[config.mk]
export PLATFORM = sky130hd
export DESIGN_NAME = exp_recip_rom
export DESIGN_NICKNAME = d
export VERILOG_FILES = /design/src/hdl/exp_pkg.sv /design/src/hdl/exp_recip_rom.sv
export VERILOG_INCLUDE_DIRS = /design/src /design/src/include
export SDC_FILE = /design/constraint.sdc
export NUM_CORES = 1
export LEC_CHECK = 0
export BUFFER_PORTS_ARGS = -buffer_cell sky130_fd_sc_hd__buf_2
export CORE_AREA = 2 2 50 43
export DETAILED_ROUTE_END_ITERATION = 8
export DIE_AREA = 0 0 52 45
export PLACE_DENSITY_LB_ADDON = 0.05
export SYNTH_ARGS = -nofsm -noshare
export SYNTH_HDL_FRONTEND = slang
export SYNTH_SLANG_ARGS = --single-unit
[constraint.sdc]
create_clock -name vclk -period 1.4
set_input_delay 0.21 -clock vclk [all_inputs]
set_output_delay 0.21 -clock vclk [all_outputs]
set_load 0.1 [all_outputs]
[src/include/exp_macros.svh]
//////////////////////////////
// Word format is fixed Q8.24 signed
// Term count must stay within the ROM table and index width
//////////////////////////////
`ifndef EXP_MACROS_SVH
`define EXP_MACROS_SVH

// Data word width
`define EXP_DATA_SIZE 32
// Fraction bits of the Q8.24 word
`define EXP_FRAC_BITS 24
// Series terms after the constant 1
`define EXP_TERMS 12
// Width of the term index
`define EXP_IDX_SIZE 4
// Integer field at or above this saturates at load
`define EXP_MAX_INT 5

`endif

[src/hdl/exp_pkg.sv]
//////////////////////////////
// Types shared by the exponentiator blocks
// Field widths follow the word format macros
//////////////////////////////
package exp_pkg;

  `include "exp_macros.svh"

  // Q8.24 word split into integer and fraction
  typedef struct packed {
    logic signed [`EXP_DATA_SIZE-`EXP_FRAC_BITS-1:0] int_part;
    logic        [`EXP_FRAC_BITS-1:0]                frac_part;
  } exp_fix_t;

  // Same word seen as a raw number or as fields
  typedef union packed {
    logic signed [`EXP_DATA_SIZE-1:0] raw;
    exp_fix_t                         fix;
  } exp_word_t;

  // Strobes from the controller
  typedef struct packed {
    logic load;
    logic step;
    logic finish;
  } exp_ctrl_t;

  // Registered result towards the top-level ports
  typedef struct packed {
    logic [`EXP_DATA_SIZE-1:0] data;
    logic                      overflow;
  } exp_result_t;

  // Controller states
  typedef enum logic [1:0] {
    IDLE,
    RUN,
    DONE
  } exp_state_t;

endpackage

[src/hdl/exp_recip_rom.sv]
//////////////////////////////
// floor(2^24/k) in Q1.24 for k = 1 to 12
// Any other index returns zero
//////////////////////////////
`timescale 1ns/1ns

`include "exp_macros.svh"

module exp_recip_rom
  import exp_pkg::*;
(
  input  logic [`EXP_IDX_SIZE-1:0] index,
  output exp_word_t                recip
);

  // Reciprocal table, no clock
  always_comb begin
    case (index)
      // Exactly 1.0
      `EXP_IDX_SIZE'd1:  recip.raw = 32'sh0100_0000;
      `EXP_IDX_SIZE'd2:  recip.raw = 32'sh0080_0000;
      `EXP_IDX_SIZE'd3:  recip.raw = 32'sh0055_5555;
      `EXP_IDX_SIZE'd4:  recip.raw = 32'sh0040_0000;
      `EXP_IDX_SIZE'd5:  recip.raw = 32'sh0033_3333;
      `EXP_IDX_SIZE'd6:  recip.raw = 32'sh002A_AAAA;
      `EXP_IDX_SIZE'd7:  recip.raw = 32'sh0024_9249;
      `EXP_IDX_SIZE'd8:  recip.raw = 32'sh0020_0000;
      `EXP_IDX_SIZE'd9:  recip.raw = 32'sh001C_71C7;
      `EXP_IDX_SIZE'd10: recip.raw = 32'sh0019_9999;
      `EXP_IDX_SIZE'd11: recip.raw = 32'sh0017_45D1;
      `EXP_IDX_SIZE'd12: recip.raw = 32'sh0015_5555;
      // Unused indices
      default:           recip.raw = 32'sh0000_0000;
    endcase
  end

endmodule

==> impl_metrics.env <==
export IMPL_syn_cell_area_um2=515
export IMPL_hold_worst_slack_ns=0.893
export IMPL_place_ws_ns=-0.335
export IMPL_num_io_pins=36
export IMPL_synth_top_cell_area_share_pct=17.5
export IMPL_pwr_share_clk_pct=0
export IMPL_p_sw_uw=633
export IMPL_core_area_um2=1800
export IMPL_power_internal_uw=330
export IMPL_route_antenna_remaining_nets=0
export IMPL_pwr_share_comb_pct=100.0
export IMPL_synth_cells=58
export IMPL_yosysSeqAreaShare_pct=0
export IMPL_ys_top_cells_by_area="buf_4 (17%), ha_1 (17%), mux4_1 (15%)"
export IMPL_fin_util_pct=74.4
export IMPL_drt_first_pass_iters=1
export IMPL_clkbuf_count=0
export IMPL_worstHoldPathType="in -> out"
export IMPL_drive_gt1_share_pct=85.9
export IMPL_worstPathRequired_ns=1.19
export IMPL_drt_wl_total_um=1640
export IMPL_dpl_cell_area_um2=1130
export IMPL_fp_row_count=14
export IMPL_finalHoldViolCount=0
export IMPL_rsz0062_at_grt="yes"
export IMPL_overflow=0
export IMPL_area_growth_pct=160
export IMPL_die_area_um2=2340
export IMPL_die_x_um=52
export IMPL_syn_avg_cell_area_um2=8.89
export IMPL_leakagePower_uw=0.000568
export IMPL_violations="negative setup slack"
export IMPL_whs_path_depth=3
export IMPL_ir_drop_mv=0.504
export IMPL_status="finished with violations"
export IMPL_grt_usage_pct=12.3
export IMPL_grt_pass1_wl_um=2260
export IMPL_antenna_found_initial=0
export IMPL_port_buffers=29
export IMPL_setup_worst_path_start_class="primary input"
export IMPL_yosys_warnings=0
export IMPL_stdcell_area_um2=1340
export IMPL_maxCapViolations=0
export IMPL_start_util_pct=28.6
export IMPL_setup_slack_ns=-0.0721
export IMPL_critPathArrivalTime_ns=1.26
export IMPL_worst_path_max_fanout=4
export IMPL_seq_cells=0
export IMPL_yosys_cell_types_count=21
export IMPL_fmax_mhz=679
export IMPL_drv_slew=0
export IMPL_synth_top_cell_by_area="buf_4"
export IMPL_post_route_min_period_ns=1.47
export IMPL_fp_dieH_um=45
export IMPL_vias=531
export IMPL_first_iter_violations=0
export IMPL_gp_congestion=0.784
export IMPL_grt_max_degree=10
export IMPL_p_sw_share_pct=65.7
export IMPL_wire_per_inst_um=14.1
export IMPL_setup_viol=6
export IMPL_grt_pass1_vias=485
export IMPL_power_total_uw=964
export IMPL_viasPerCell=4.58
export IMPL_regArea_um2=0
export IMPL_p_per_area_nw_per_um2=718
export IMPL_crit_type="in -> out"
export IMPL_diodes=0
export IMPL_critPathCaptureType="output port"
export IMPL_drc_errors=0
export IMPL_nets=105
export IMPL_p_seq_share_pct=0
export IMPL_finalCritPeriodShare_pct=105
export IMPL_final_cell_mix="buf_12 (26), buf_4 (15), conb_1 (7)"
export IMPL_layout_commonest_cell="buf_12"
export IMPL_place_hpwl_um=1170
[area by class of cell]
class | instances | area, um2
well taps | 24 | 30.0
inverters | 4 | 35.0
multi-input cells | 43 | 598
fillers | 113 | 462
repair buffers | 45 | 679
[per-layer routing]
layer / GRT usage, % / up-vias / share of wire [%]
met5: 0 / - / 0
met4: 0 / 0 / 0
met3: 0 / 0 / 3.9
met2: 21.3 / 18 / 54
met1: 18.6 / 262 / 42
li1: - / 251 / -
[worst max-delay path, cell delays in order]
cell    delay, ns
buf_12       0.10
inv_12       0.04
ha_2         0.18
mux4_2       0.53
buf_12       0.20
[synth_stat cells (all sizes together), types with 2 or more instances]
master / count
nor2b: 2
buf: 16
nor3b: 2
mux2i: 5
nor2: 2
and2: 2
inv: 4
mux4: 4
o21ai: 3
a22o: 5
ha: 7
[logic make-up (layout without fill, tap and decap cells)]
family / Yosys count / after routing / synth area share (%)
buffers and inverters: 21 / 49 / 26.2
adders and majority gates: 7 / 7 / 17.0
and+or+nand+nor: 9 / 9 / 10.7
AOI/OAI and AO/OA: 10 / 10 / 13.8
muxes: 10 / 10 / 31.6
other: 1 / 7 / 0.727
[per-stage QoR]
| stage | TNS (ns) | std cells |
|---|---|---|
| after CTS | -0.309 | 116 |
| final | -0.372 | 116 |
| after floorplan | -1.73 | 64 |
| after global routing | -0.513 | 116 |
| after global placement | -3.20 | 115 |
| after detailed placement | -3.45 | 115 |
[repair_timing]
item | 4_1_cts | 5_1_grt
hold buffers | 0 | 0
hold endpoints to repair | 0 | 0
pin swaps | 0 | 1
setup buffers | 1 | 0
gates resized for setup | 39 | 11
endpoints found under the setup margin | 23 | 14
[path summary, 6_finish.rpt]
path | startpoint | end | slack (ns)
worst max-delay path | index[1] | recip[16] | -0.07
worst min-delay path | index[3] | recip[24] | 0.89
[power groups by stage]
stage | logic (uW) | clock network, uW | registers [uW]
floorplan | 690 | 0 | 0
global placement | 852 | 0 | 0
detailed placement | 856 | 0 | 0
CTS | 935 | 0 | 0
global route | 989 | 0 | 0
finish | 964 | 0 | 0
Power figures use the tool's default switching activity.
