**src/include/exp_macros.svh**
```systemverilog
//////////////////////////////
// Word format is fixed Q8.24 signed
// Term count must stay within the ROM table and index width
//////////////////////////////
`ifndef EXP_MACROS_SVH
`define EXP_MACROS_SVH

// Data word width
`define EXP_DATA_SIZE 32
// Fraction bits of the Q8.24 word
`define EXP_FRAC_BITS 24
// Series terms after the constant 1
`define EXP_TERMS 12
// Width of the term index
`define EXP_IDX_SIZE 4
// Integer field at or above this saturates at load
`define EXP_MAX_INT 5

`endif

```
**src/hdl/exp_pkg.sv**
```systemverilog
//////////////////////////////
// Types shared by the exponentiator blocks
// Field widths follow the word format macros
//////////////////////////////
package exp_pkg;

  `include "exp_macros.svh"

  // Q8.24 word split into integer and fraction
  typedef struct packed {
    logic signed [`EXP_DATA_SIZE-`EXP_FRAC_BITS-1:0] int_part;
    logic        [`EXP_FRAC_BITS-1:0]                frac_part;
  } exp_fix_t;

  // Same word seen as a raw number or as fields
  typedef union packed {
    logic signed [`EXP_DATA_SIZE-1:0] raw;
    exp_fix_t                         fix;
  } exp_word_t;

  // Strobes from the controller
  typedef struct packed {
    logic load;
    logic step;
    logic finish;
  } exp_ctrl_t;

  // Registered result towards the top-level ports
  typedef struct packed {
    logic [`EXP_DATA_SIZE-1:0] data;
    logic                      overflow;
  } exp_result_t;

  // Controller states
  typedef enum logic [1:0] {
    IDLE,
    RUN,
    DONE
  } exp_state_t;

endpackage

```
**src/hdl/exp_ctrl_fsm.sv**
```systemverilog
//////////////////////////////
// START is accepted only in IDLE, later pulses are dropped
// READY is a registered one-cycle strobe
//////////////////////////////
`timescale 1ns/1ns

module exp_ctrl_fsm
  import exp_pkg::*;
(
  input  logic      CLK,
  input  logic      RST,
  input  logic      START,
  input  logic      last,
  output exp_ctrl_t ctrl,
  output logic      READY
);

  //////////////////////////////
  // State
  //////////////////////////////

  exp_state_t state_q;
  exp_state_t state_d;

  // Next state
  always_comb begin
    state_d = state_q;
    case (state_q)
      IDLE: begin
        // Wait for an operand
        if (START) begin
          state_d = RUN;
        end
      end
      RUN: begin
        // Leave once the last term is summed
        if (last) begin
          state_d = DONE;
        end
      end
      DONE: begin
        // One cycle to publish the result
        state_d = IDLE;
      end
      default: begin
        state_d = IDLE;
      end
    endcase
  end

  // State register
  always_ff @(posedge CLK or posedge RST) begin
    if (RST) begin
      state_q <= IDLE;
    end else begin
      state_q <= state_d;
    end
  end

  //////////////////////////////
  // Strobes
  //////////////////////////////

  // Load only on the START cycle in IDLE
  assign ctrl.load   = (state_q == IDLE) && START;
  // One term per RUN cycle
  assign ctrl.step   = (state_q == RUN);
  // Output registers capture in DONE
  assign ctrl.finish = (state_q == DONE);

  // READY lines up with the datapath output registers
  always_ff @(posedge CLK or posedge RST) begin
    if (RST) begin
      READY <= 1'b0;
    end else begin
      READY <= ctrl.finish;
    end
  end

endmodule

```
**config.mk**
```make
export PLATFORM = sky130hd
export DESIGN_NAME = exp_ctrl_fsm
export DESIGN_NICKNAME = d
export VERILOG_FILES = /design/src/hdl/exp_pkg.sv /design/src/hdl/exp_ctrl_fsm.sv
export VERILOG_INCLUDE_DIRS = /design/src /design/src/include
export SDC_FILE = /design/constraint.sdc
export NUM_CORES = 1
export LEC_CHECK = 0
export BUFFER_PORTS_ARGS = -buffer_cell sky130_fd_sc_hd__buf_2
export CAP_MARGIN = 20
export CORE_AREA = 2 2 39 41
export CTS_BUF_LIST = sky130_fd_sc_hd__clkbuf_8
export DETAILED_ROUTE_END_ITERATION = 7
export DIE_AREA = 0 0 41 43
export GPL_ROUTABILITY_DRIVEN = 0
export SETUP_SLACK_MARGIN = 0.2
export SYNTH_ARGS = -nofsm -noshare
export SYNTH_HDL_FRONTEND = slang
export SYNTH_SLANG_ARGS = --single-unit
```
**constraint.sdc**
```tcl
create_clock -name CLK -period 1.4 [get_ports CLK]
set_input_delay 0.07 -clock CLK [delete_from_list [all_inputs] [get_ports CLK]]
set_output_delay 0.07 -clock CLK [all_outputs]
set_load 0.02 [all_outputs]
```
==> summary.txt <==
Clock tree
  – Clock slew at reported path FFs: approximately 0.03 ns
  – Total clock buffers created by CTS: 3
  – H-tree lvl count: 1
  – Setup Fix Bufs, Post-CTS: 0
  – CTS tree: done
  – Clock buffer depth: 2
  – Number of gates resized after cts: 0
  – Clock sink total: 3
  – Clock root cell: clkbuf_8
  – Worst skew pair latency: around 0.21 ns

Timing
  – Final setup vio count: 0
  – Fmax: just over 0.9 GHz
  – Final Hold Fails: 0
  – Worst-margin pin slew: approximately 0.18 ns
  – Minimum clock period: roughly 1.1 ns
  – Final worst slack: 0.316 ns
  – Slew Viols, Final: 0
  – Final Skew: between 0.0005 and 0.0006 ns
  – Slew headroom: 87.7%
  – TNS Setup: 0 ns
  – RSZ-0062 raised after global routing: false
  – Worst hold slack: ~0.08 ns
  – Final worst-path cycle share: 77.4%

Power
  – NetSw: between 0.0001 and 0.00015 W
  – Clock share of power: between 50% and 60%
  – IR drop worst, VDD: ~0.00024 V
  – Sequential share of power: between 20% and 30%
  – Tot Pwr: around 0.00046 W
  – Switching portion of total power: approximately a quarter
  – Comb pwr share: between 20% and 30%
  – Power Dens Cells: roughly 1900 nW/µm²
  – Static leakage: between 0.1 and 0.15 nW
  – Int Pwr: between 0.0003 and 0.0004 W

Global route
  – Number of global-route vias before repair: roughly 120
  – First-pass GRT wire length: between 300 and 400 µm
  – Initial antenna violation count: 0
  – Pin count of the biggest net entering global routing: 5
  – GRT Total Usage: 4.71%
  – Total gr overflow: 0

Layout
  – Layout cell share with drive strength beyond 1: a little under half
  – Finished Layout Cells: 39
  – Commonest non-fill, non-tap cell in the layout: buf_2
  – Commonest non-fill, non-tap cells in the layout: 7 x buf_2, 3 x dfrtp_1, 3 x clkbuf_8
  – Register area: roughly 75 µm²
  – Nets: 28
  – P&R area growth vs syn: 75.9%
  – Multi-input logic area: slightly below 50 µm²
  – Filler cells: 160
  – Final antenna diode count: 0

Place
  – IO Port Bufs: 7
  – Dpl ws: around 0.54 ns
  – Placed Instances: 34

Synthesis
  – Largest cells by area after synthesis: dfrtp_1 56%, nor2b_4 10%, nand2b_1 9.3%
  – Post-synthesis sequential area ratio: between 50 and 60%
  – Post-synth top area share: approximately 56%
  – Yosys reg bits: 3
  – Syn avg cell area: around 11 µm²
  – Netlist cell types: 9
  – Syn nets: 16
  – Warning count from the yosys run: 0
  – Syn Inst Count: 12
  – Yosys top cell by area: dfrtp_1
  – Post-Syn Area: 135 µm²

Critical path
  – Critical path's slowest cell: dfrtp_1
  – Crit path DAT: a little over 1 ns
  – Max stage delay on crit path: ~0.4 ns
  – Max FO, Critical Path: 4
  – Worst setup EP type: output port
  – CP top delay family: flip-flops
  – Crit path launch type: flop
  – Critical Path RT: roughly 1.3 ns
  – Buffers & Inverters on Critical Path: 1
  – Crit Path Class: flop to output port
  – Critical path, cell by cell: nand2b_1, nor2_1, buf_2

Routing
  – Antenna Nets Post-Route: 0
  – Iter 0 DRT Violations: 0
  – Total Wirelength: ~300 µm
  – Vias: around 110
  – Remaining DRCs: 0
  – First drt pass iteration count: 1
  – DR vias/cell: between 2 and 3
  – DR WL/cell: ~7.7 µm

Die
  – I/O Pins: 8
  – Die Span Y: 43 µm
  – Core area: between 1000 and 1500 µm²
  – Die Span X: between 40 and 50 µm
  – Die footprint: between 1500 and 2000 µm²
  – Row cnt: 14
  – Starting Density: under 10%

Worst hold path
  – Worst min-delay path class: input pin to flop

Status
  – Outcome: completed

Run
  – MaxCap Viol Count: 0
## worst paths after layout
check / slack [ns] / end / startpoint / cells past startpoint
max in group asynchronous: 1.01 / state_q[0] / RST / 3
max: 0.32 / ctrl[2] / state_q[0] / 3
min: 0.08 / state_q[1] / last / 2
min reg2reg: 0.53 / state_q[0] / state_q[1] / 1
max reg2reg: 0.62 / state_q[1] / state_q[0] / 2
min in group asynchronous: 0.26 / READY / RST / 3
## through the flow
| step | util [%] | area [µm²] |
|---|---|---|
| 5_1_grt | 17.2 | 238 |
| 3_5_place_dp | 13.2 | 183 |
| 6_report | 17.2 | 238 |
| 4_1_cts | 17.2 | 238 |
| 2_1_floorplan | - | 135 |
| 3_3_place_gp | 13.2 | 183 |
## power groups by stage
stage	registers [W]	clock network, W	logic [W]
after floorplan	0.000122	0	0.0000736
after global placement	0.000120	0	0.0000954
after detailed placement	0.000120	0	0.0000967
after CTS	0.000119	0.000251	0.0000998
after global routing	0.000121	0.000257	0.000103
final	0.000119	0.000242	0.0000970
## cell type report
type	instances	share of cell area, %
multi-input combinational	7	20.5
clock inverter	1	1.58
timing repair buffer	8	18.9
inverter	1	1.58
tap	16	8.42
sequential	3	31.6
clock buffer	3	17.4
## flip-flops by register name, indices dropped and copies added (netlist names)
name / cells
state_q: 2
READY: 1
## timing repair
item / in CTS / in global routing
hold buffers: 1 / 0
hold endpoints to repair: 3 / 0
endpoints found under the setup margin: 0 / 0
## routing by layer
layer  wire, µm  global-route usage [%]  part of all wire, %
met5          0                       0                    0
met4         19                    14.0                  6.4
met3         26                    1.57                  8.7
met2        160                    5.63                   54
met1         92                    1.60                   31
## cell usage after synthesis (all sizes together)
cell and number:
a21oi 1, and2 1, and2b 1, buf 1, dfrtp 3, inv 1, nand2b 2, nor2 1
nor2b 1
## kinds of logic (layout without fill, tap and decap cells)
family          Yosys count  after routing  synth area share, %
flops                     3              3                 55.6
compound gates            1              1                 3.70
simple gates              6              6                 32.4
buf+inv                   2             13                 8.33
No activity file was read; power rests on OpenSTA's default activity.
