`config.mk`:
```
export PLATFORM = sky130hd
export DESIGN_NAME = exp_term_counter
export DESIGN_NICKNAME = d
export VERILOG_FILES = /design/src/hdl/exp_pkg.sv /design/src/hdl/exp_term_counter.sv
export VERILOG_INCLUDE_DIRS = /design/src /design/src/include
export SDC_FILE = /design/constraint.sdc
export NUM_CORES = 1
export LEC_CHECK = 0
export BUFFER_PORTS_ARGS = -buffer_cell sky130_fd_sc_hd__buf_2
export CORE_AREA = 4 4 41 43
export DETAILED_ROUTE_END_ITERATION = 12
export DIE_AREA = 0 0 45 47
export PLACE_DENSITY_LB_ADDON = 0.08
export RECOVER_POWER = 25
export SYNTH_ARGS = -nofsm -noshare
export SYNTH_HDL_FRONTEND = slang
export SYNTH_SLANG_ARGS = --single-unit
```
`constraint.sdc`:
```
create_clock -name CLK -period 1.45 [get_ports CLK]
set_clock_uncertainty 0.05 [all_clocks]
set_input_delay 0.3625 -clock CLK [delete_from_list [all_inputs] [get_ports CLK]]
set_output_delay 0.3625 -clock CLK [all_outputs]
set_load 0.005 [all_outputs]
```
`src/include/exp_macros.svh`:
```
//////////////////////////////
// Word format is fixed Q8.24 signed
// Term count must stay within the ROM table and index width
//////////////////////////////
`ifndef EXP_MACROS_SVH
`define EXP_MACROS_SVH

// Data word width
`define EXP_DATA_SIZE 32
// Fraction bits of the Q8.24 word
`define EXP_FRAC_BITS 24
// Series terms after the constant 1
`define EXP_TERMS 12
// Width of the term index
`define EXP_IDX_SIZE 4
// Integer field at or above this saturates at load
`define EXP_MAX_INT 5

`endif

```
`src/hdl/exp_pkg.sv`:
```
//////////////////////////////
// Types shared by the exponentiator blocks
// Field widths follow the word format macros
//////////////////////////////
package exp_pkg;

  `include "exp_macros.svh"

  // Q8.24 word split into integer and fraction
  typedef struct packed {
    logic signed [`EXP_DATA_SIZE-`EXP_FRAC_BITS-1:0] int_part;
    logic        [`EXP_FRAC_BITS-1:0]                frac_part;
  } exp_fix_t;

  // Same word seen as a raw number or as fields
  typedef union packed {
    logic signed [`EXP_DATA_SIZE-1:0] raw;
    exp_fix_t                         fix;
  } exp_word_t;

  // Strobes from the controller
  typedef struct packed {
    logic load;
    logic step;
    logic finish;
  } exp_ctrl_t;

  // Registered result towards the top-level ports
  typedef struct packed {
    logic [`EXP_DATA_SIZE-1:0] data;
    logic                      overflow;
  } exp_result_t;

  // Controller states
  typedef enum logic [1:0] {
    IDLE,
    RUN,
    DONE
  } exp_state_t;

endpackage

```
`src/hdl/exp_term_counter.sv`:
```
//////////////////////////////
// Index runs 1 to EXP_TERMS during a run
// Past the last step it holds a value the ROM maps to zero
//////////////////////////////
`timescale 1ns/1ns

`include "exp_macros.svh"

module exp_term_counter
  import exp_pkg::*;
(
  input  logic                     CLK,
  input  logic                     RST,
  input  exp_ctrl_t                ctrl,
  output logic [`EXP_IDX_SIZE-1:0] index,
  output logic                     last
);

  // First term index
  localparam logic [`EXP_IDX_SIZE-1:0] FIRST_IDX = `EXP_IDX_SIZE'd1;

  // Index register
  always_ff @(posedge CLK or posedge RST) begin
    if (RST) begin
      index <= FIRST_IDX;
    end else if (ctrl.load) begin
      // Restart the series at term 1
      index <= FIRST_IDX;
    end else if (ctrl.step) begin
      index <= index + `EXP_IDX_SIZE'd1;
    end
  end

  // High during the step that adds the final term
  assign last = ctrl.step && (index == `EXP_IDX_SIZE'(`EXP_TERMS));

endmodule

```
==> reports/qor.txt, run 1 <==
Status: complete, but fails checks
Failing checks: setup timing
Pre-CTS worst setup slack: 0.001951 ns
FP Rows: 13
HPWL Detailed: 420.5 um
R2R depth: 6
First-pass GRT wire length: 897 um
Switching pwr: 95.46 uW
H-tree depth: 1
DRC violations left: 0
Diode count: 0
Vias: 210
Total chip power: 370.0 uW
Max-slew headroom: 0.9115
RSZ-0062 raised after global routing: true
Netlist Area Pre-Place: 255.2 um^2
RR Endpoint: index[2]
Vias in the first global route: 210
Yosys reg bits: 4
Final Net Count: 46
Delay-heaviest family, CP: flip-flops
Combinational power share: 0.239
Critical Path AT: 1.23 ns
GR met1 Demand/Resource: 0.07586
Met2 usage: 0.08475
Area growth from synthesis to layout: 53.43%
Max VDD drop: 0.0005087 V
Slowest-stage cell, CP: dfstp_2
Largest net degree at the start of global routing: 7
Routed Antenna Nets: 0
Worst skew pair latency: 0.24 ns
YS warnings: 0
I/O Buffers: 8
Die Wd: 45 um
Final setup vio count: 2
Critical path's largest stage delay: 0.53 ns
Final Worst Setup Slack: -0.1922 ns
Register area share after synthesis: 0.3971
CP max FO: 2
Hold endpoint: index[2]
Largest registers: index: 4 flops
Core Util, Final: 0.3010
Synth area leader: dfrtp_1
Final hold viol count: 0
Ranking of synthesized cells by area: dfrtp_1 29%, dfstp_2 10%, ha_1 9.8%
Reg power frac: 0.349
Yosys top cell area share: 0.2941
Pint: 274.6 uW
Sw frac: 0.2580
Crit path kind: reg2out
Max reg flops: 4
Largest register by flop count: index
Fraction of final layout cells sized beyond drive strength 1: 0.5526
GR peak layer: met2
CTS clk-pin slew, worst paths: 0.04 ns
Setup TNS: -0.2121 ns
Gr ovfl total: 0
DR iter-0 viols: 0
CTS tree: built
Antenna violations before repair: 0
Inserted Clock Buffers: 3
Final Wtd Congestion: 0.6640
DIE AREA: 2115 um^2
Wire length per cell: 9.811 um
Netlist cell types: 16
Clk root buf: clkbuf_4
Cell Chain, Critical Path: inv_2 > ha_4 > and4_1 > buf_2
Hold Path Depth: 2
Power Density: 944.8 nW/um^2
R2R Setup Slk: 0.08 ns
Die height: 47 um
Vias per inst: 3.962
Worst-Margin Slew: 0.1290 ns
Crit path required time: 1.04 ns
Hold Crit Start: ctrl[2]
Syn_nets: 29
Starting Density: 0.1962
Fin. max-slew vios: 0
Syn Area/Cell: 11.60 um^2
Hold Crit Class: in2reg
Met3 GRT Util: 0.06897
Critical Path End Type: output pin
Synthesized instance count: 22
Clock network power share: 0.411
CP bufs+invs: 2
Max cap viols: 0
Top-Level Pins: 10
Startpoint types: flop
Count of clock tree sinks: 4
Part of the cycle the worst path needs: 1.133
Drt first pass iters: 1
Final min period: 1.642 ns
Pleak: 0.1989 nW
R2r startpoint: index[0]
Total track usage: 0.06661
CTS Buffer Depth: 2
Core ar.: 1301 um^2
Final wirelength: 520 um
F_max: 608.9 MHz
-- synthesized netlist by cell type, drive strengths merged --
| master | count |
|---|---|
| nand2b | 1 |
| inv | 3 |
| xnor2 | 1 |
| ha | 2 |
| nand3b | 1 |
| a21bo | 1 |
| dfstp | 1 |
| nand4 | 1 |
| and4 | 1 |
| mux2i | 1 |
| nor2 | 2 |
| nor2b | 1 |
| dfrtp | 3 |
| buf | 1 |
| a21oi | 1 |
| mux2 | 1 |
-- layer usage --
metal / part of all wire / vias up
met5: 0 / -
met4: 0 / 0
met3: 0.12 / 0
met2: 0.44 / 9
met1: 0.44 / 97
li1: - / 104
-- power groups by stage --
stage / Combinational (mW) / Sequential, mW / Clock (mW)
after floorplan: 0.0319 / 0.138 / 0
after global routing: 0.0985 / 0.131 / 0.171
after global placement: 0.0673 / 0.130 / 0
after CTS: 0.0773 / 0.129 / 0.163
after detailed placement: 0.0690 / 0.130 / 0
final: 0.0886 / 0.129 / 0.152
-- per-stage QoR --
step	instance area [um^2]	instances	hold WS [ns]
after global placement	317.8	46	0.2032
after CTS	366.6	51	0.3010
after floorplan	255.2	22	0.07786
after detailed placement	317.8	46	0.2024
final	391.6	53	0.3007
after global routing	391.6	53	0.3147
-- layout by cell type, fill, tap and decap left out --
cell           count
a21bo_2            1
a21oi_1            1
and4_1             1
buf_2              7
buf_4              3
buf_6              2
clkbuf_1           1
clkbuf_4           3
dfrtp_1            3
dfstp_2            1
dlygate4sd3_1      1
ha_1               1
ha_4               1
inv_1              2
inv_2              1
mux2_4             1
mux2i_1            1
nand2b_1           1
nand3b_1           1
nand4_4            1
nor2_1             2
nor2b_1            1
xnor2_1            1
-- final cells by class --
class	count	area [um^2]
Sequential cell	4	101.3
Multi-Input combinational cell	14	143.9
Clock buffer	4	26.28
Fill cell	154	909.6
Tap cell	15	18.77
Inverter	3	11.26
Timing Repair Buffer	13	90.09
-- what timing repair did --
action                                  CTS  global route
setup buffers                             0             2
hold buffers                              1             0
cloned                                    0             0
endpoints found under the hold margin     3             0
resized for setup                         3             2
pin swaps                                 1             0
endpoints found under the setup margin    1             2
-- worst max-delay path by stage --
stage / depth (start not counted) / to / start
after detailed placement: 4 / last / index[0]
final: 4 / last / index[0]
after CTS: 4 / last / index[0]
after global placement: 4 / last / index[0]
after global routing: 4 / last / index[0]
after floorplan: 3 / last / index[0]
-- kinds of logic after synthesis --
group / share of synthesized area
and+or+nand+nor: 0.2255
buffers and inverters: 0.08823
AOI/OAI and AO/OA: 0.05881
adders and majority gates: 0.09802
DFF: 0.3971
xor gates and xnor gates: 0.03432
muxes: 0.09802
Note: power is estimated with default switching activity, not from simulation.
==> inputs of run 2 (changes only) <==
Settings changed: GPL_TIMING_DRIVEN set to 0.
==> run 2 against run 1 <==
Compared with the run above: the run still ends with setup timing left; global-route usage fell by 0.79 points; total power decreased by 5.9%; final cell count fell by 5.7%; sequential power increased by 5%; via count decreased by 12%; largest cell class unchanged.
==> reports/qor.txt, run 2 (synthesis results as in run 1) <==
CTS tree: built
Critical Path End Type: output pin
Final Net Count: 43
DRC violations left: 0
FP Rows: 13
Antenna violations before repair: 0
Pleak: 0.1811 nW
Total track usage: 0.05868
Die Wd: 45 um
Part of the cycle the worst path needs: 1.131
DR WL met2: 253 um
Final hold viol count: 0
Routed Antenna Nets: 0
Final Worst Setup Slack: -0.1902 ns
Startpoint types: flop
Inserted Clock Buffers: 3
Top-Level Pins: 10
Failing checks: setup timing
Starting Density: 0.1962
I/O Buffers: 7
Worst skew pair latency: 0.23 ns
Clk root buf: clkbuf_4
Post-route insts no fill: 50
Area growth from synthesis to layout: 43.63%
Max cap viols: 0
Vias per inst: 3.680
Power Density: 949.4 nW/um^2
Critical Path AT: 1.23 ns
Count of clock tree sinks: 4
Max-slew headroom: 0.8813
Final min period: 1.640 ns
Placed cells: 44
Largest net degree at the start of global routing: 7
Most frequent cells in the layout: 7 x buf_2, 3 x clkbuf_4, 2 x nor2_1, 2 x inv_1, 2 x dfrtp_1
Most common cell after layout, fill and taps aside: buf_2
Status: complete, but fails checks
Diode count: 0
Drt first pass iters: 2
DR iter-0 viols: 2
Fin. max-slew vios: 0
Vias: 184
Gr ovfl total: 0
Die height: 47 um
Wire length per cell: 9.960 um
First-pass GRT wire length: 814 um
Final wirelength: 498 um
Setup TNS: -0.1902 ns
Fraction of final layout cells sized beyond drive strength 1: 0.5429
F_max: 609.7 MHz
DIE AREA: 2115 um^2
H-tree depth: 1
Worst-Margin Slew: 0.1780 ns
Top Metal Used: met3
CP max FO: 2
Largest register by flop count: index
Max reg flops: 4
CTS Buffer Depth: 2
CTS clk-pin slew, worst paths: 0.04 ns
Final Wtd Congestion: 0.6081
Met3 wire len: 30 um
Final setup vio count: 1
RSZ-0062 raised after global routing: true
Crit path kind: reg2out
Core ar.: 1301 um^2
Crit path required time: 1.04 ns
HPWL Detailed: 392.4 um
M1 WL: 215 um
Max VDD drop: 0.0003229 V
Core Util, Final: 0.2817
Vias in the first global route: 206
Hold Crit Class: in2reg
Largest registers: index: 4 flops
## run 2: stage by stage
step	power [mW]	setup WS, ns	instance area, um^2	hold WS [ns]
global placement	0.1905	-0.07395	309.0	0.1961
detailed placement	0.1908	-0.08759	309.0	0.1949
floorplan	0.1702	0.04995	255.2	0.07786
finish	0.3481	-0.1902	366.6	0.2966
global route	0.3715	-0.2377	366.6	0.2984
CTS	0.3597	-0.2043	365.4	0.2931
## run 2: critical path: stages (launching register included)
cell     delay, ns
dfstp_2       0.53
inv_2         0.04
ha_4          0.14
and4_1        0.17
buf_2         0.12
## run 2: final cells by class
class / instances / area (um^2)
fillers: 155 / 934.6
multi-input cells: 14 / 143.9
flip-flops and latches: 4 / 102.6
repair buffers: 9 / 52.55
clock buffers: 4 / 26.28
well taps: 15 / 18.77
plain buffers: 1 / 11.26
inverters: 3 / 11.26
## run 2: where the power goes
| group | switching (mW) | internal, mW |
|---|---|---|
| clock | 0.0442 | 0.103 |
| combinational | 0.0315 | 0.0342 |
| sequential | 0.0115 | 0.124 |
## run 2: final timing paths
path                       depth (start not counted)        to  startpoint  slack, ns
setup / recovery                                   4      last    index[0]      -0.19
hold / removal                                     2  index[2]     ctrl[2]       0.30
setup reg to reg                                   3  index[3]    index[0]       0.22
hold reg to reg                                    2  index[1]    index[1]       0.58
max in group asynchronous                          3  index[0]         RST       0.63
min in group asynchronous                          3  index[3]         RST       0.49
## run 2: layer usage
| metal | vias up | track usage |
|---|---|---|
| li1 | 97 | - |
| met1 | 82 | 0.06207 |
| met2 | 5 | 0.07910 |
| met3 | 0 | 0.01533 |
| met4 | 0 | 0.08772 |
| met5 | - | 0 |
## run 2: repair_timing
item                       4_1_cts  5_1_grt
setup endpoints to repair        1        2
buffers inserted                 1        0
pin swaps                        1        0
gates resized for setup          3        1
hold buffers                     1        0
hold endpoints to repair         3        0
==> inputs of run 3 (changes only) <==
Settings changed: ABC_AREA set to 1.
==> run 3 against run 2 <==
Compared with the run above: the flow still finishes with violations (setup timing); hold slack worse by 0.019 ns; total power fell by 2.7%; die area stayed put; critical path depth rose by 1; combinational power down 7.0%; setup slack improved by 0.059 ns; via count is 16% higher; synthesized cell count grew 23%; clock power is essentially flat; critical path type unchanged; sequential cell count did not move; cell area down 1.4%; global-route usage up 0.71 points; largest cell class unchanged.
==> reports/qor.txt, run 3 <==
Status: complete, but fails checks
Failing checks: setup timing
Final Worst Setup Slack: -0.1310 ns
Final setup vio count: 1
CTS clk-pin slew, worst paths: 0.03 ns
RSZ-0062 raised after global routing: true
DRC violations left: 0
Critical Path AT: 1.17 ns
RR Endpoint: index[2]
Post-synth top cells: 4 x inv_1, 3 x dfrtp_1, 3 x nand3_1, 3 x nor2_1
Core ar.: 1301 um^2
Fraction of final layout cells sized beyond drive strength 1: 0.5238
Synthesized instance count: 27
Total chip power: 338.8 uW
DR iter-0 viols: 0
Diode count: 0
Max VDD drop: 0.0003623 V
Inserted Clock Buffers: 3
Fillers: 150
Ranking of synthesized cells by area: dfrtp_1 32%, dfstp_2 11%, ha_1 11%
Switching pwr: 84.88 uW
CP bufs+invs: 2
Most common cell after layout, fill and taps aside: buf_2
Combinational power share: 0.181
Netlist Area Pre-Place: 231.5 um^2
Crit path kind: reg2out
Vias: 214
Netlist cell types: 13
I/O Buffers: 8
Hold Path Depth: 2
Top-Level Pins: 10
Routed Antenna Nets: 0
Sw frac: 0.2506
Wire length per cell: 10.14 um
Vias per inst: 3.754
Largest registers: index: 4 flops
Setup TNS: -0.1310 ns
First-pass GRT wire length: 945 um
F_max: 632.5 MHz
Top FF cell, synth: dfrtp_1
Power Density: 936.8 nW/um^2
Max-slew headroom: 0.8764
R2R depth: 5
Syn Area/Cell: 8.573 um^2
Starting Density: 0.1779
Worst-Margin Slew: 0.1835 ns
CTS tree: built
CP max FO: 2
Final hold viol count: 0
Die height: 47 um
Final Wtd Congestion: 0.6778
R2r startpoint: index[0]
Die Wd: 45 um
Async S/R FF share, synth: 1.000
Area growth from synthesis to layout: 56.22%
Antenna violations before repair: 0
Syn_nets: 34
Final instance area: 361.6 um^2
Part of the cycle the worst path needs: 1.090
Count of clock tree sinks: 4
Most frequent cell after synthesis: inv_1
Most frequent cells in the layout: 8 x buf_2, 3 x nor2_1, 3 x clkbuf_4, 3 x dfrtp_1
Clk root buf: clkbuf_4
Fin. max-slew vios: 0
Critical path's largest stage delay: 0.54 ns
YS warnings: 0
FP Rows: 13
Placed Area: 290.3 um^2
Register area share after synthesis: 0.4378
Critical Path End Type: output pin
Post-route insts no fill: 57
Clock network power share: 0.436
Post-synth EDFFs: 0
Hold Crit Start: ctrl[2]
Vias in the first global route: 229
Final wirelength: 578 um
Pint: 253.9 uW
Pleak: 0.1817 nW
Pre-CTS worst setup slack: -0.01004 ns
Reg power frac: 0.383
Synth area leader: dfrtp_1
HPWL Detailed: 414.8 um
Drt first pass iters: 1
Slowest-stage cell, CP: dfstp_2
DIE AREA: 2115 um^2
Crit path required time: 1.04 ns
Max cap viols: 0
Hold Crit Class: in2reg
Cell Chain, Critical Path: inv_4 > ha_4 > nand3_2 > nor2_1 > buf_2
Largest net degree at the start of global routing: 6
CTS Buffer Depth: 2
Delay-heaviest family, CP: flip-flops
R2R Setup Slk: 0.22 ns
H-tree depth: 1
Startpoint types: flop
Worst skew pair latency: 0.23 ns
Max reg flops: 4
Hold endpoint: index[2]
Largest register by flop count: index
Final Net Count: 50
Yosys reg bits: 4
Yosys top cell area share: 0.3243
Final min period: 1.581 ns
Total track usage: 0.06582
Placed cells: 50
Gr ovfl total: 0
==> run 3: cell count changes in the layout (fill, tap and decap cells not counted), moves of 2 or more <==
cell	previous run	this run
nand2_1	0	2
nand2_2	0	2
nand3_1	0	2
o21ai_0	0	2
==> run 3: through the flow <==
step	util	hold WS, ns
6_report	0.2779	0.2773
5_1_grt	0.2779	0.2950
4_1_cts	0.2779	0.2743
3_5_place_dp	0.2231	0.1942
3_3_place_gp	0.2231	0.1946
2_1_floorplan	-	0.07786
==> run 3: worst max path at each step <==
stage | from | to | slack, ns | cells after the start
floorplan | index[0] | last | 0.11 | 4
global placement | index[0] | last | -0.006 | 5
detailed placement | index[0] | last | -0.01 | 5
CTS | index[0] | last | -0.14 | 5
global route | index[0] | last | -0.16 | 5
finish | index[0] | last | -0.13 | 5
==> run 3: power groups by stage <==
stage,logic (mW),registers (mW),clock network [mW]
global placement,0.0439,0.130,0
global route,0.0694,0.131,0.160
floorplan,0.0245,0.129,0
detailed placement,0.0442,0.130,0
finish,0.0611,0.130,0.148
CTS,0.0595,0.130,0.158
==> run 3: layer usage <==
layer / track usage / vias to the layer above / wire [um]
met1: 0.06897 / 95 / 253
met2: 0.09040 / 6 / 275
met3: 0.02682 / 0 / 49
met5: 0 / - / 0
met4: 0.08187 / 0 / 0
li1: - / 113 / -
==> run 3: timing repair <==
item | CTS | global route
resized for setup | 5 | 1
hold buffers | 1 | 0
hold endpoints to repair | 3 | 0
setup buffers | 2 | 0
setup endpoints to repair | 1 | 1
pin swaps | 1 | 0
==> run 3: cell type report <==
class	instances	area, um^2	area share
Sequential cell	4	101.3	0.2803
Inverter	5	21.27	0.05882
Multi-Input combinational cell	18	128.9	0.3564
Clock buffer	4	26.28	0.07266
Tap cell	15	18.77	0.05190
Timing Repair Buffer	11	65.06	0.1799
==> run 3: cell families (layout without fill, tap and decap cells) <==
group           Yosys count  count (layout)  synth area share
simple gates             11              11            0.2486
buf+inv                   5              20           0.08105
compound gates            4               4           0.08649
flops                     4               4            0.4378
fa+ha+maj                 2               2            0.1081
xor+xnor                  1               1           0.03784
